$ cat src/ecc_pkg.sv
`default_nettype none

package ecc_pkg;

    localparam int DATA_W    = 114;
    localparam int PARITY_W  = 8;
    localparam int HAMMING_W = 7; // the overall parity bit sits above these.

    typedef logic [DATA_W-1:0]   data_t;
    typedef logic [PARITY_W-1:0] parity_t;
    typedef logic [PARITY_W-1:0] syndrome_t;

    typedef struct packed {
        data_t   data;
        parity_t parity;
    } codeword_t;

    typedef struct packed {
        codeword_t word;
        syndrome_t syndrome;
        parity_t   regen;   // parity recomputed from the received data.
        logic      bypass;
    } check_t;

    typedef struct packed {
        data_t   data_out;
        parity_t parity_out;
        logic    sbit_err;
        logic    dbit_err;
    } result_t;

    // Data bits occupy the Hamming positions from 3 upward and skip every power of two,
    // so index 0 lands on position 3 and index 113 on position 121.
    function automatic logic [HAMMING_W-1:0] data_position(input int unsigned idx);
        int unsigned          seen;
        logic [HAMMING_W-1:0] pos;
        seen = 0;
        pos  = '0;
        for (int unsigned p = 3; p < (1 << HAMMING_W); p++) begin
            if ((p & (p - 1)) != 0) begin
                if (seen == idx) begin
                    pos = HAMMING_W'(p);
                end
                seen++;
            end
        end
        return pos;
    endfunction

    // only even-weight positions feed the overall check bit.
    function automatic logic even_weight(input logic [HAMMING_W-1:0] pos);
        return ~^pos;
    endfunction

endpackage

`default_nettype wire

$ cat src/ecc_encoder.sv
`timescale 1ns/100ps
`default_nettype none

module ecc_encoder
    import ecc_pkg::*;
(
    input  data_t   data,
    output parity_t parity
);

    // taps[i] lists the check bits that data bit i contributes to.
    parity_t taps [DATA_W];

    for (genvar i = 0; i < DATA_W; i++) begin : g_taps
        assign taps[i] = {even_weight(data_position(i)), data_position(i)};
    end

    // The taps are constant, so each check bit reduces to a plain XOR tree over
    // the data bits that have its tap set.
    always_comb begin
        parity = '0;
        for (int i = 0; i < DATA_W; i++) begin
            parity ^= taps[i] & {PARITY_W{data[i]}};
        end
    end

endmodule

`default_nettype wire

$ cat src/ecc_check_stage.sv
`timescale 1ns/100ps
`default_nettype none

module ecc_check_stage
    import ecc_pkg::*;
(
    input  logic      clk,
    input  logic      rst_n,
    input  logic      in_valid,
    input  codeword_t in_word,
    input  logic      bypass,
    output logic      chk_valid,
    output check_t    chk
);

    parity_t   regen;
    syndrome_t syndrome;

    ecc_encoder i_ecc_encoder (
        .data   (in_word.data),
        .parity (regen)
    );

    assign syndrome = in_word.parity ^ regen; // zero for a clean codeword.

    always_ff @(posedge clk or negedge rst_n) begin
        if (!rst_n) begin
            chk_valid <= 1'b0;
        end else begin
            chk_valid <= in_valid;
        end
    end

    // The payload only moves when a word is accepted.
    always_ff @(posedge clk) begin
        if (in_valid) begin
            chk.word     <= in_word;
            chk.syndrome <= syndrome;
            chk.regen    <= regen;
            chk.bypass   <= bypass; // bypass travels with its own word.
        end
    end

    assert property (@(posedge clk) disable iff (!rst_n) !$isunknown(chk_valid))
        else $error("chk_valid is unknown after reset");

endmodule

`default_nettype wire

$ cat config.mk
export PLATFORM = sky130hd
export DESIGN_NAME = ecc_check_stage
export DESIGN_NICKNAME = d
export VERILOG_FILES = /design/src/ecc_pkg.sv /design/src/ecc_encoder.sv /design/src/ecc_check_stage.sv
export SDC_FILE = /design/constraint.sdc
export NUM_CORES = 1
export LEC_CHECK = 0
export BUFFER_PORTS_ARGS = -buffer_cell sky130_fd_sc_hd__buf_2
export CORE_UTILIZATION = 41
export DETAILED_ROUTE_END_ITERATION = 12
export PLACE_DENSITY = 0.78
export SLEW_MARGIN = 20
export SYNTH_ARGS = -nofsm -noshare
export SYNTH_HDL_FRONTEND = slang
export SYNTH_SLANG_ARGS = --single-unit
$ cat constraint.sdc
create_clock -name clk -period 0.8 [get_ports clk]
set_input_delay 0.08 -clock clk [delete_from_list [all_inputs] [get_ports clk]]
set_output_delay 0.08 -clock clk [all_outputs]
set_load 0.05 [all_outputs]
Word level (Yosys, flattened, before mapping) --
Cells that the tools add are included.
Storage, ports and cells: register bits after elaboration 140, latch bits 0, memory bits (writable) 0, bits in read-only memories 0, input bits 126, output and inout bits 140, logic and storage cells 120, memories kept 0
Operators by class: add/sub/neg operators 0, multipliers 0, divide/modulo/power cells 0, $lt $le $gt $ge 0, eq/ne operators 0, shift-type cells 0, multiplexer cells 0, bitwise logic cells 114, reductions and logical operators 0
Operators by type and width (number):
- $xor 8x8->8 | 60
- $xor 8x7->8 | 28
- $xor 8x6->8 | 15
- $xor 8x5->8 | 7
- $xor 8x4->8 | 3
- $xor 8x3->8 | 1

Depth between registers and ports, before layout --
Gate-level depths: netlist of the first run.
depth in word-level cells 114, mapped depth 5, mapped depth without buffers 5

By module --
From an unflattened synthesis of the first run, not the netlist that was laid out.
Unflattened totals: cell total of the unflattened synthesis 354, area, all modules 6747.7 µm²
By module, submodules not included:
- ecc_check_stage | times used 1, cells each 148, area an instance 4269.1 µm²
- ecc_encoder | times used 1, cells each 206, area an instance 2478.6 µm²

Least setup slack after synthesis of the first run --
No wires, ideal clock.
kind input to register, start point input in_word[100] (netlist bit), end point register chk[11] (netlist bit) (data pin), library setup time 0.268 ns, arrival 1.832 ns, data required time 0.532 ns, setup slack -1.300 ns, stages on the path 5, buffers on the path 0, cells stage by stage xnor3_2 > xnor2_2 > xnor3_1 > xor3_2 > xnor3_1
On the way: word-level cells in the longest chain between the ends 23
RTL lines:
- from (decl) | RTL line ecc_check_stage.sv:10 | input codeword_t in_word,
- $xor 8x7->8 | RTL line ecc_encoder.sv:23 | parity ^= taps[i] & {PARITY_W{data[i]}};
- $xor 8x8->8 (2 in series) | RTL line ecc_encoder.sv:23
- $xor 8x7->8 (2 in series) | RTL line ecc_encoder.sv:23
- $xor 8x8->8 (2 in series) | RTL line ecc_encoder.sv:23
- $xor 8x7->8 | RTL line ecc_encoder.sv:23
- $xor 8x8->8 | RTL line ecc_encoder.sv:23
- $xor 8x7->8 (2 in series) | RTL line ecc_encoder.sv:23
- $xor 8x8->8 | RTL line ecc_encoder.sv:23
- $xor 8x7->8 | RTL line ecc_encoder.sv:23
- $xor 8x8->8 (2 in series) | RTL line ecc_encoder.sv:23
- $xor 8x7->8 | RTL line ecc_encoder.sv:23
- $xor 8x8->8 | RTL line ecc_encoder.sv:23
- $xor 8x7->8 (2 in series) | RTL line ecc_encoder.sv:23
- $xor 8x8->8 (2 in series) | RTL line ecc_encoder.sv:23
- $xor 8x7->8 | RTL line ecc_encoder.sv:23
- $xor 8x8->8 | RTL line ecc_check_stage.sv:24 | assign syndrome = in_word.parity ^ regen;
- net syndrome[2] | RTL line ecc_check_stage.sv:17 | syndrome_t syndrome;
- to (decl) | RTL line ecc_check_stage.sv:13 | output check_t chk
The timed path passes the listed nets, and every way through them passes these cells. A chain may end at the register's enable or synchronous reset.

Final worst setup path of the first run --
start point input in_word[10] (netlist bit), end point register chk[3] (netlist bit) (data pin)
On the way: word-level cells in the longest chain between the ends 112
RTL lines:
- $xor 8x8->8 | RTL line ecc_encoder.sv:23
- $xor 8x3->8 | RTL line ecc_encoder.sv:23
- $xor 8x8->8 (2 in series) | RTL line ecc_encoder.sv:23
- $xor 8x4->8 | RTL line ecc_encoder.sv:23
- $xor 8x8->8 | RTL line ecc_encoder.sv:23
- $xor 8x4->8 (2 in series) | RTL line ecc_encoder.sv:23
- $xor 8x8->8 (3 in series) | RTL line ecc_encoder.sv:23
- $xor 8x5->8 | RTL line ecc_encoder.sv:23
- (+90 left out)
- $xor 8x7->8 | RTL line ecc_encoder.sv:23
- $xor 8x8->8 (2 in series) | RTL line ecc_encoder.sv:23
- $xor 8x7->8 | RTL line ecc_encoder.sv:23
- $xor 8x8->8 | RTL line ecc_encoder.sv:23
- $xor 8x7->8 (2 in series) | RTL line ecc_encoder.sv:23
- $xor 8x8->8 (2 in series) | RTL line ecc_encoder.sv:23
- $xor 8x7->8 | RTL line ecc_encoder.sv:23
- net i_ecc_encoder.parity[2] | RTL line ecc_encoder.sv:8 | output parity_t parity
The timed path passes the listed nets, and every way through them passes these cells.

==> flow_metrics.py, run 1 <==
metrics = {
    "clock_network": {
        "cts-root-buf": "clkbuf_16",
        "cts_tree": "yes",
        "clk_pin_slew_worst_paths_ns": 0.07,
        "numCtsBuffers": 17,
        "htree_levels": 4,
        "cts.sinks": 140,
        "clock_path_buffers": 2,
    },
    "pwr": {
        "powerDensity_mw_per_mm2": 2960,
        "vdd_drop_max_mv": 2.08,
        "p_leak_uw": 0.00572,
    },
    "logic_synthesis": {
        "syn_area_mm2": 0.00696,
        "ys_types": 10,
        "synth_warnings": 0,
        "yosysTopAreaCell": "edfxtp_1",
        "syn_nets": 476,
        "ys_ff_latch": 140,
        "netlist_top_cells_area": "edfxtp_1 60%, xnor3_1 17%, xnor2_1 15%",
        "synth_top_area_share_pct": 59.9,
        "syn_inst": 350,
        "synth_area_per_cell_um2": 19.9,
        "ys_seq_area_share_pct": 60.3,
    },
    "drt": {
        "post-route-drc-count": 0,
        "drtIter0Drc": 403,
        "wl_per_cell_um": 25.0,
        "routed_via_density": 5.02,
        "routed_wl_um": 27500,
        "detail-route-antenna-nets": 0,
        "vias": 5532,
        "firstDrtPassIters": 5,
    },
    "grt": {
        "use_met1_pct": 33.5,
        "grt_pass1_wl_um": 37000,
        "use_met3_pct": 8.50,
        "grt_usage_pct": 29.8,
        "antenna_found_initial": 4,
        "overflow": 0,
        "grt_busiest_layer": "met2",
        "use_met2_pct": 53.4,
        "grt_pass1_vias": 5978,
        "grt_max_degree": 34,
    },
    "timing": {
        "tightest_slew_ns": 0.436,
        "finalCriticalPeriod_ns": 1.77,
        "drv_slew": 0,
        "whs_ns": -0.00405,
        "fin_crit_sh_pct": 222,
        "slew_headroom_pct": 70.7,
        "timing.fmax_ghz": 0.564,
        "setup_viol": 156,
        "finalHoldViolations": 1,
        "final.setup.worst_slack_ns": -0.972,
        "fin_setup_tns_ns": -53.36,
        "rsz0062_at_grt": "true",
    },
    "layout": {
        "seq_area_mm2": 0.00420,
        "layout-drive-gt1-share_pct": 55.4,
        "finalNetCount": 991,
        "synthToLayoutAreaGrowth_pct": 84.5,
        "multiInputGateArea_mm2": 0.00337,
        "fillers": 806,
    },
    "placed_design": {
        "portBuffers": 265,
        "dp_hpwl_um": 16000,
        "gp_congestion": 0.825,
    },
    "worst_setup_path": {
        "cpMostUsedCell": "buf_6",
        "arrival_ns": 1.96,
        "required_ns": 0.99,
        "start_kind": "primary input",
        "critPathMaxFanout": 2,
        "cp-startpoint": "in_word[10]",
        "path_cells": "buf_6 -> xnor3_2 -> xor3_1 -> xnor3_1 -> xor3_2 -> buf_6 -> xnor2_1",
        "crit_type": "in -> reg",
        "cp-end-kind": "flip-flop",
        "critPathCapture": "chk[3]",
        "crit_slowest_cell": "xor3_1",
        "cpPeakStageDelay_ns": 0.44,
    },
    "die": {
        "die_h_um": 132,
        "die_w_um": 132,
        "start_util_pct": 42.0,
        "die_area_mm2": 0.0175,
        "core_mm2": 0.0166,
        "rows": 47,
        "ios": 266,
    },
    "run": {
        "cap_viol_max_count": 0,
    },
    "hold_path": {
        "hold_path_class": "in -> reg",
    },
    "run_status": {
        "status": "complete, but fails checks",
        "violations": "hold timing, setup timing",
    },
}
[state kept, by name (all words and copies together), names as in the netlist]
| name | count |
|---|---|
| chk | 139 |
| chk_valid | 1 |
[repair_timing]
item | 4_1_cts | 5_1_grt
endpoints found under the setup margin | 156 | 157
gates resized for setup | 329 | 69
pin swaps | 32 | 28
hold endpoints to repair | 122 | 2
hold buffers | 122 | 2
buffers inserted | 8 | 4
[metal layers]
metal  part of all wire [%]  routed length, µm
met5                      0                  0
met4                    5.1               1410
met3                    9.4               2580
met2                     52              14300
met1                     33               9190
[layout make-up]
type	instances	area share [%]
multi-input cells	210	26.2
clock buffers	18	3.34
diodes	4	0.0779
repair buffers	496	34.5
well taps	220	2.14
flip-flops and latches	140	32.7
clock inverters	14	1.07
[metrics by stage]
step	utilization (%)	total power, µW	setup WS, ns	area, µm²	instances
floorplan	-	21700	-1.14	7070	350
global placement	57.1	25900	-1.35	9460	935
finish	77.4	38000	-0.972	12800	1102
detailed placement	57.1	26300	-1.39	9460	935
CTS	74.8	36300	-0.919	12400	1094
global route	77.4	39000	-0.971	12800	1101
[synthesized netlist by cell type]
cell type,count
xor2_1,24
dfrtp_1,1
xnor2_2,3
xnor2_1,118
xor3_2,1
edfxtp_1,139
xnor3_1,54
xor2_2,1
xor3_1,8
xnor3_2,1
[layout by cell type, fill, tap and decap left out, drive strengths merged]
master	Yosys	layout
buf	0	373
edfxtp	139	139
dlygate4sd3	0	123
xnor2	121	121
xnor3	55	55
xor2	25	25
clkbuf	0	18
xor3	9	9
clkinvlp	0	5
inv	0	5
diode	0	4
clkinv	0	3
dfrtp	1	1
bufinv	0	1
[worst min path at each step]
stage	from	end	slack, ns	depth (start not counted)
2_1_floorplan	rst_n	chk_valid	-0.22	0
3_3_place_gp	rst_n	chk_valid	-0.15	1
3_5_place_dp	rst_n	chk_valid	-0.14	1
4_1_cts	in_word[64]	chk[81]	-0.17	1
5_1_grt	in_valid	chk[48]	-0.007	1
6_report	in_valid	chk[48]	-0.004	1
[kinds of logic after synthesis]
| group | synth area share, % |
|---|---|
| flops | 60.3 |
| xor+xnor | 39.7 |
[report_power, final]
part / total, µW / internal (µW) / switching [µW]
logic: 19700 / 10300 / 9440
clock network: 7840 / 4330 / 3510
registers: 10500 / 9910 / 552
[critical path: cells and delay by family]
| family | cells | cell delay [ns] |
|---|---|---|
| xor gates and xnor gates | 5 | 1.66 |
| buffers and inverters | 2 | 0.23 |
No activity file was read; power rests on OpenSTA's default activity.
==> inputs of run 2 (changes only) <==
--- a/config.mk
+++ b/config.mk
@@ -5,7 +5,7 @@
 export SDC_FILE = /design/constraint.sdc
 export NUM_CORES = 1
 export LEC_CHECK = 0
-export BUFFER_PORTS_ARGS = -buffer_cell sky130_fd_sc_hd__buf_2
+export BUFFER_PORTS_ARGS = -buffer_cell sky130_fd_sc_hd__buf_4
 export CORE_UTILIZATION = 41
 export DETAILED_ROUTE_END_ITERATION = 12
 export PLACE_DENSITY = 0.78
==> run 2 against run 1 <==
  * The flow finishes with violations (setup timing)
  * Sequential power is essentially flat
  * Hold slack gained 0.050 ns
  * Global-route usage grew 1.0 points
  * First-iteration DRC count shrank 8.2%
  * Design area grew 4.1%
  * Critical path type unchanged
==> flow_metrics.py, run 2 (same netlist as run 1, synthesis figures left out) <==
metrics = {
    "timing": {
        "finalHoldViolations": 0,
        "finalCriticalPeriod_ns": 1.81,
        "fin_setup_tns_ns": -54.19,
        "whs_ns": 0.0459,
        "tightest_slew_ns": 0.457,
        "drv_slew": 0,
        "final.setup.worst_slack_ns": -1.01,
        "rsz0062_at_grt": "true",
        "timing.fmax_ghz": 0.552,
        "slew_headroom_pct": 69.3,
        "setup_viol": 156,
        "fin_crit_sh_pct": 227,
    },
    "layout": {
        "multiInputGateArea_mm2": 0.00337,
        "top_regs": "chk x139, chk_valid x1",
        "top_register": "chk",
        "mostFrequentLayoutCell": "buf_4",
        "fillers": 750,
        "layout-drive-gt1-share_pct": 55.5,
        "fin_util_pct": 80.6,
        "finalNetCount": 1001,
        "final_cell_mix": "198 x buf_4, 173 x buf_6, 139 x edfxtp_1, 125 x dlygate4sd3_1, 69 x xnor2_1",
        "seq_area_mm2": 0.00420,
        "synthToLayoutAreaGrowth_pct": 92.0,
        "largest_reg_flops": 139,
    },
    "worst_setup_path": {
        "arrival_ns": 1.99,
        "cpLargestDelayFamily": "XOR/XNOR gates",
        "start_kind": "primary input",
        "cpMostUsedCell": "xnor3_1",
        "required_ns": 0.98,
        "cp-startpoint": "in_word[100]",
        "path_cells": "buf_6 -> xnor3_2 -> xnor2_4 -> xnor3_1 -> xor3_2 -> xnor3_1",
        "cpPeakStageDelay_ns": 0.48,
        "crit_buf_inv": 1,
        "crit_type": "in -> reg",
        "cp-end-kind": "flip-flop",
        "crit_slowest_cell": "xnor3_2",
        "critPathMaxFanout": 2,
    },
    "pwr": {
        "vdd_drop_max_mv": 2.32,
        "switching_share_pct": 34.5,
        "total_power_uw": 40400,
        "p_leak_uw": 0.00596,
        "power_frac_clock_pct": 22.4,
        "p_int_uw": 26400,
        "pwr-share-seq_pct": 25.9,
        "power.switching_uw": 14000,
        "powerDensity_mw_per_mm2": 3020,
        "pwr-share-comb_pct": 51.7,
    },
    "grt": {
        "grt_pass1_vias": 6123,
        "grt_usage_pct": 30.9,
        "grt_max_degree": 26,
        "antenna_found_initial": 2,
        "grt_pass1_wl_um": 37900,
        "overflow": 0,
    },
    "drt": {
        "drtIter0Drc": 370,
        "detail-route-antenna-nets": 0,
        "routed_wl_um": 28700,
        "vias": 5620,
        "post-route-drc-count": 0,
        "firstDrtPassIters": 5,
        "routed_via_density": 5.06,
        "wl_per_cell_um": 25.9,
    },
    "clock_network": {
        "cts_tree": "yes",
        "htree_levels": 4,
        "numCtsBuffers": 17,
        "cts.sinks": 140,
        "clock_path_buffers": 2,
        "cts-root-buf": "clkbuf_16",
        "clk_pin_slew_worst_paths_ns": 0.06,
    },
    "die": {
        "die_w_um": 132,
        "ios": 266,
        "start_util_pct": 42.0,
        "core_mm2": 0.0166,
        "die_h_um": 132,
        "die_area_mm2": 0.0175,
        "rows": 47,
    },
    "placed_design": {
        "dp_hpwl_um": 16300,
        "gp_congestion": 0.829,
        "pre_cts_ws_ns": -1.41,
        "portBuffers": 265,
    },
    "hold_path": {
        "hold_path_class": "in -> reg",
        "worstHoldStart": "in_word[90]",
    },
    "run_status": {
        "status": "complete, but fails checks",
        "violations": "setup timing",
    },
    "run": {
        "cap_viol_max_count": 0,
    },
}
==> run 2: changes by cell type in the layout (fill, tap and decap cells not counted), sizes merged <==
cell,change
clkinv,-1
inv,-2
dlygate4sd3,+2
clkbuf,+1
buf,+8
clkinvlp,-2
bufinv,+4
diode,-2
==> run 2: area by class of cell <==
type | count | area share, %
sequential | 140 | 31.4
antenna | 2 | 0.0374
tap | 220 | 2.06
timing repair buffer | 506 | 36.4
clock buffer | 19 | 3.31
clock inverter | 13 | 1.59
multi-input combinational | 210 | 25.2
==> run 2: per-layer routing <==
metal  vias up  GRT usage, %  routed length [µm]
met5         -             0                   0
met4         0          17.8                1860
met3       115          8.19                2330
met2       384          55.1               14800
met1      2792          33.0                9730
li1       2329             -                   -
==> run 2: what timing repair did <==
action,CTS,global route
hold endpoints to repair,124,4
hold buffers,123,3
setup endpoints to repair,156,158
pin swaps,37,29
cloned,0,0
gates resized for setup,197,62
buffers inserted,10,7
==> run 2: path summary, 6_finish.rpt <==
kind	to	slack, ns	cells after the start
max in group asynchronous	chk_valid	0.18	3
min	chk[107]	0.05	3
min in group asynchronous	chk_valid	0.51	3
max	chk[11]	-1.01	6
==> run 2: through the flow <==
stage,area [µm²],std cells
after global routing,13400,1110
after CTS,13000,1102
after global placement,10200,938
final,13400,1110
after detailed placement,10200,938
after floorplan,7070,350
==> run 2: power by group through the flow <==
stage,registers (µW),logic (µW),clock network (µW)
final,10500,20900,9040
after global routing,10500,21400,9300
after CTS,10400,19300,8900
after detailed placement,10300,16900,0
after global placement,10300,16600,0
after floorplan,13600,8060,0
==> inputs of run 3 (changes only) <==
--- a/config.mk
+++ b/config.mk
@@ -6,9 +6,9 @@
 export NUM_CORES = 1
 export LEC_CHECK = 0
 export BUFFER_PORTS_ARGS = -buffer_cell sky130_fd_sc_hd__buf_4
-export CORE_UTILIZATION = 41
+export CORE_UTILIZATION = 50
 export DETAILED_ROUTE_END_ITERATION = 12
-export PLACE_DENSITY = 0.78
+export PLACE_DENSITY = 0.9
 export SLEW_MARGIN = 20
 export SYNTH_ARGS = -nofsm -noshare
 export SYNTH_HDL_FRONTEND = slang
==> run 3 against run 2 <==
  * The flow now stops in clock tree synthesis (4_1_cts)
  * Synthesized cell count unchanged
  * Synthesized area unchanged
==> flow_metrics.py, run 3 <==
metrics = {
    "clock_network": {
        "postCtsSetupBuffers": 8,
        "numCtsBuffers": 17,
        "cts.sinks": 140,
        "cts_hold_buf": 121,
        "clock_path_buffers": 2,
        "cts-root-buf": "clkbuf_16",
        "ctsResizeCount": 207,
        "htree_levels": 4,
    },
    "logic_synthesis": {
        "netlist_top_cells_area": "edfxtp_1 60%, xnor3_1 17%, xnor2_1 15%",
        "synth_top_area_share_pct": 59.9,
        "synthFlopType": "edfxtp_1",
        "synthTopCellsByCount": "139 x edfxtp_1, 118 x xnor2_1, 54 x xnor3_1",
        "synth_area_per_cell_um2": 19.9,
        "yosysMostFrequentCell": "edfxtp_1",
        "yosysTopAreaCell": "edfxtp_1",
        "syn_area_mm2": 0.00696,
        "synth_warnings": 0,
        "syn_nets": 476,
        "ys_async_sr_fraction_pct": 0.714,
        "ys_seq_area_share_pct": 60.3,
        "syn_inst": 350,
        "ys_ff_latch": 140,
        "ys_types": 10,
        "synth_edf_count": 139,
    },
    "die": {
        "ios": 266,
        "die_w_um": 120,
        "die_h_um": 120,
        "rows": 42,
        "start_util_pct": 52.0,
    },
    "run_status": {
        "status": "aborted with a tool error",
        "failed_stage": "clock tree synthesis (4_1_cts)",
        "tool.error": "[ERROR DPL-0033] detailed placement checks failed during check placement.",
    },
    "placed_design": {
        "dp_hpwl_um": 15700,
        "gp_congestion": 0.835,
        "portBuffers": 265,
    },
}
-- run 3: logic make-up after synthesis --
| family | count (synthesis) | share of synthesized area (%) |
|---|---|---|
| xor gates and xnor gates | 210 | 39.7 |
| DFF | 140 | 60.3 |
-- run 3: metrics by stage --
stage	hold WS, ns	area [µm²]	worst slack (ns)	instances	setup TNS, ns
floorplan	-0.216	7070	-1.14	350	-15.51
detailed placement	-0.144	10100	-1.41	887	-22.14
global placement	-0.145	10100	-1.34	887	-20.74
==> inputs of run 4 (changes only) <==
--- a/config.mk
+++ b/config.mk
@@ -6,9 +6,9 @@
 export NUM_CORES = 1
 export LEC_CHECK = 0
 export BUFFER_PORTS_ARGS = -buffer_cell sky130_fd_sc_hd__buf_4
-export CORE_UTILIZATION = 50
+export CORE_UTILIZATION = 40
 export DETAILED_ROUTE_END_ITERATION = 12
-export PLACE_DENSITY = 0.9
+export PLACE_DENSITY_LB_ADDON = 0.15
 export SLEW_MARGIN = 20
 export SYNTH_ARGS = -nofsm -noshare
 export SYNTH_HDL_FRONTEND = slang
==> run 4 against run 3 <==
  * The flow now finishes, with violations (setup timing)
==> flow_metrics.py, run 4 (same netlist as run 1, synthesis figures left out) <==
metrics = {
    "pwr": {
        "vdd_drop_max_mv": 2.07,
        "p_int_uw": 26100,
        "p_leak_uw": 0.00586,
        "pwr-share-comb_pct": 50.0,
        "power.switching_uw": 12700,
        "switching_share_pct": 32.7,
        "pwr-share-seq_pct": 26.8,
        "powerDensity_mw_per_mm2": 2950,
        "power_frac_clock_pct": 23.2,
    },
    "die": {
        "core_mm2": 0.0168,
        "rows": 47,
        "die_w_um": 134,
        "ios": 266,
        "die_area_mm2": 0.0179,
        "start_util_pct": 41.5,
        "die_h_um": 134,
    },
    "grt": {
        "grt_usage_pct": 26.3,
        "overflow": 0,
        "grt_pass1_vias": 5616,
        "grt_max_degree": 33,
        "antenna_found_initial": 0,
        "grt_pass1_wl_um": 33500,
    },
    "clock_network": {
        "htree_levels": 4,
        "numCtsBuffers": 17,
        "cts-root-buf": "clkbuf_16",
        "clk_pin_slew_worst_paths_ns": 0.06,
        "clock_path_buffers": 2,
        "cts_tree": "yes",
        "cts.sinks": 140,
    },
    "timing": {
        "slew_headroom_pct": 73.9,
        "finalCriticalPeriod_ns": 1.74,
        "finalHoldViolations": 0,
        "tightest_slew_ns": 0.388,
        "rsz0062_at_grt": "true",
        "final.setup.worst_slack_ns": -0.939,
        "drv_slew": 0,
        "timing.fmax_ghz": 0.575,
        "fin_setup_tns_ns": -50.12,
        "fin_crit_sh_pct": 217,
        "whs_ns": 0.0282,
        "setup_viol": 156,
    },
    "layout": {
        "final_cell_mix": "190 x buf_4, 166 x buf_6, 139 x edfxtp_1, 124 x dlygate4sd3_1, 71 x xnor2_1",
        "layout-drive-gt1-share_pct": 54.6,
        "top_regs": "chk x139, chk_valid x1",
        "fin_util_pct": 78.6,
        "fin_area_mm2": 0.0132,
        "finalNetCount": 984,
        "mostFrequentLayoutCell": "buf_4",
        "antenna_cells": 0,
        "synthToLayoutAreaGrowth_pct": 89.2,
        "largest_reg_flops": 139,
        "top_register": "chk",
    },
    "drt": {
        "met1_length_um": 8540,
        "routed_wl_um": 23200,
        "drtIter0Drc": 227,
        "wl_met2_um": 12300,
        "vias": 4992,
        "firstDrtPassIters": 4,
        "post-route-drc-count": 0,
        "routed_via_density": 4.58,
        "detail-route-antenna-nets": 0,
        "wl_met3_um": 1620,
        "top_layer": "met4",
        "wl_per_cell_um": 21.3,
    },
    "worst_setup_path": {
        "critPathMaxFanout": 3,
        "path_cells": "buf_4 -> xor2_1 -> xnor2_1 -> xnor3_1 -> xor3_2 -> xnor3_1",
        "crit_buf_inv": 1,
        "crit_type": "in -> reg",
        "required_ns": 0.96,
        "cpLargestDelayFamily": "XOR/XNOR gates",
        "start_kind": "primary input",
        "arrival_ns": 1.90,
        "crit_slowest_cell": "xnor3_1",
        "cpPeakStageDelay_ns": 0.44,
        "cp-end-kind": "flip-flop",
        "cpMostUsedCell": "xnor3_1",
    },
    "placed_design": {
        "gp_congestion": 0.814,
        "portBuffers": 265,
        "dp_hpwl_um": 15600,
        "dpl-instance-area_mm2": 0.0101,
    },
    "hold_path": {
        "min_to": "chk[71]",
        "hold_path_class": "in -> reg",
        "worstHoldStart": "in_word[54]",
        "min_path_cells": 2,
    },
    "run_status": {
        "violations": "setup timing",
        "status": "complete, but fails checks",
    },
    "run": {
        "cap_viol_max_count": 0,
    },
}
run 4: final cells by class:
class | instances | area [µm²]
timing repair buffer | 489 | 4690
multi-input combinational | 210 | 3340
clock buffer | 18 | 439
clock inverter | 14 | 231
fill | 906 | 3580
tap | 220 | 275
sequential | 140 | 4200
run 4: worst max-delay path by stage:
stage	from	endpoint	slack [ns]	depth (start not counted)
final	in_word[56]	chk[11]	-0.94	6
after global routing	in_word[56]	chk[11]	-0.99	6
after CTS	in_word[100]	chk[11]	-0.94	6
after detailed placement	in_word[80]	chk[15]	-1.45	7
after global placement	in_word[102]	chk[10]	-1.44	8
after floorplan	in_word[19]	chk[16]	-1.14	5
run 4: metal layers:
| metal | up-vias | track usage (%) |
|---|---|---|
| met4 | 0 | 12.2 |
| met5 | - | 0 |
| met1 | 2435 | 29.6 |
| met2 | 224 | 46.3 |
| li1 | 2290 | - |
| met3 | 43 | 7.29 |
run 4: power groups by stage:
stage	registers (µW)	logic, µW	clock network [µW]
6_report	10400	19400	9020
5_1_grt	10500	20300	9410
4_1_cts	10400	18800	9050
3_5_place_dp	10300	16700	0
3_3_place_gp	10300	16400	0
2_1_floorplan	13600	8060	0
run 4: through the flow:
stage	worst slack, ns	total power [µW]	cells
2_1_floorplan	-1.14	21700	350
3_3_place_gp	-1.44	26700	928
3_5_place_dp	-1.45	27000	928
4_1_cts	-0.940	38200	1089
5_1_grt	-0.992	40200	1091
6_report	-0.939	38800	1091
run 4: timing repair:
| item | CTS | global route |
|---|---|---|
| hold endpoints to repair | 123 | 0 |
| gates resized for setup | 209 | 42 |
| setup buffers | 5 | 5 |
| pin swaps | 26 | 19 |
| setup endpoints to repair | 156 | 156 |
| hold buffers | 124 | 0 |
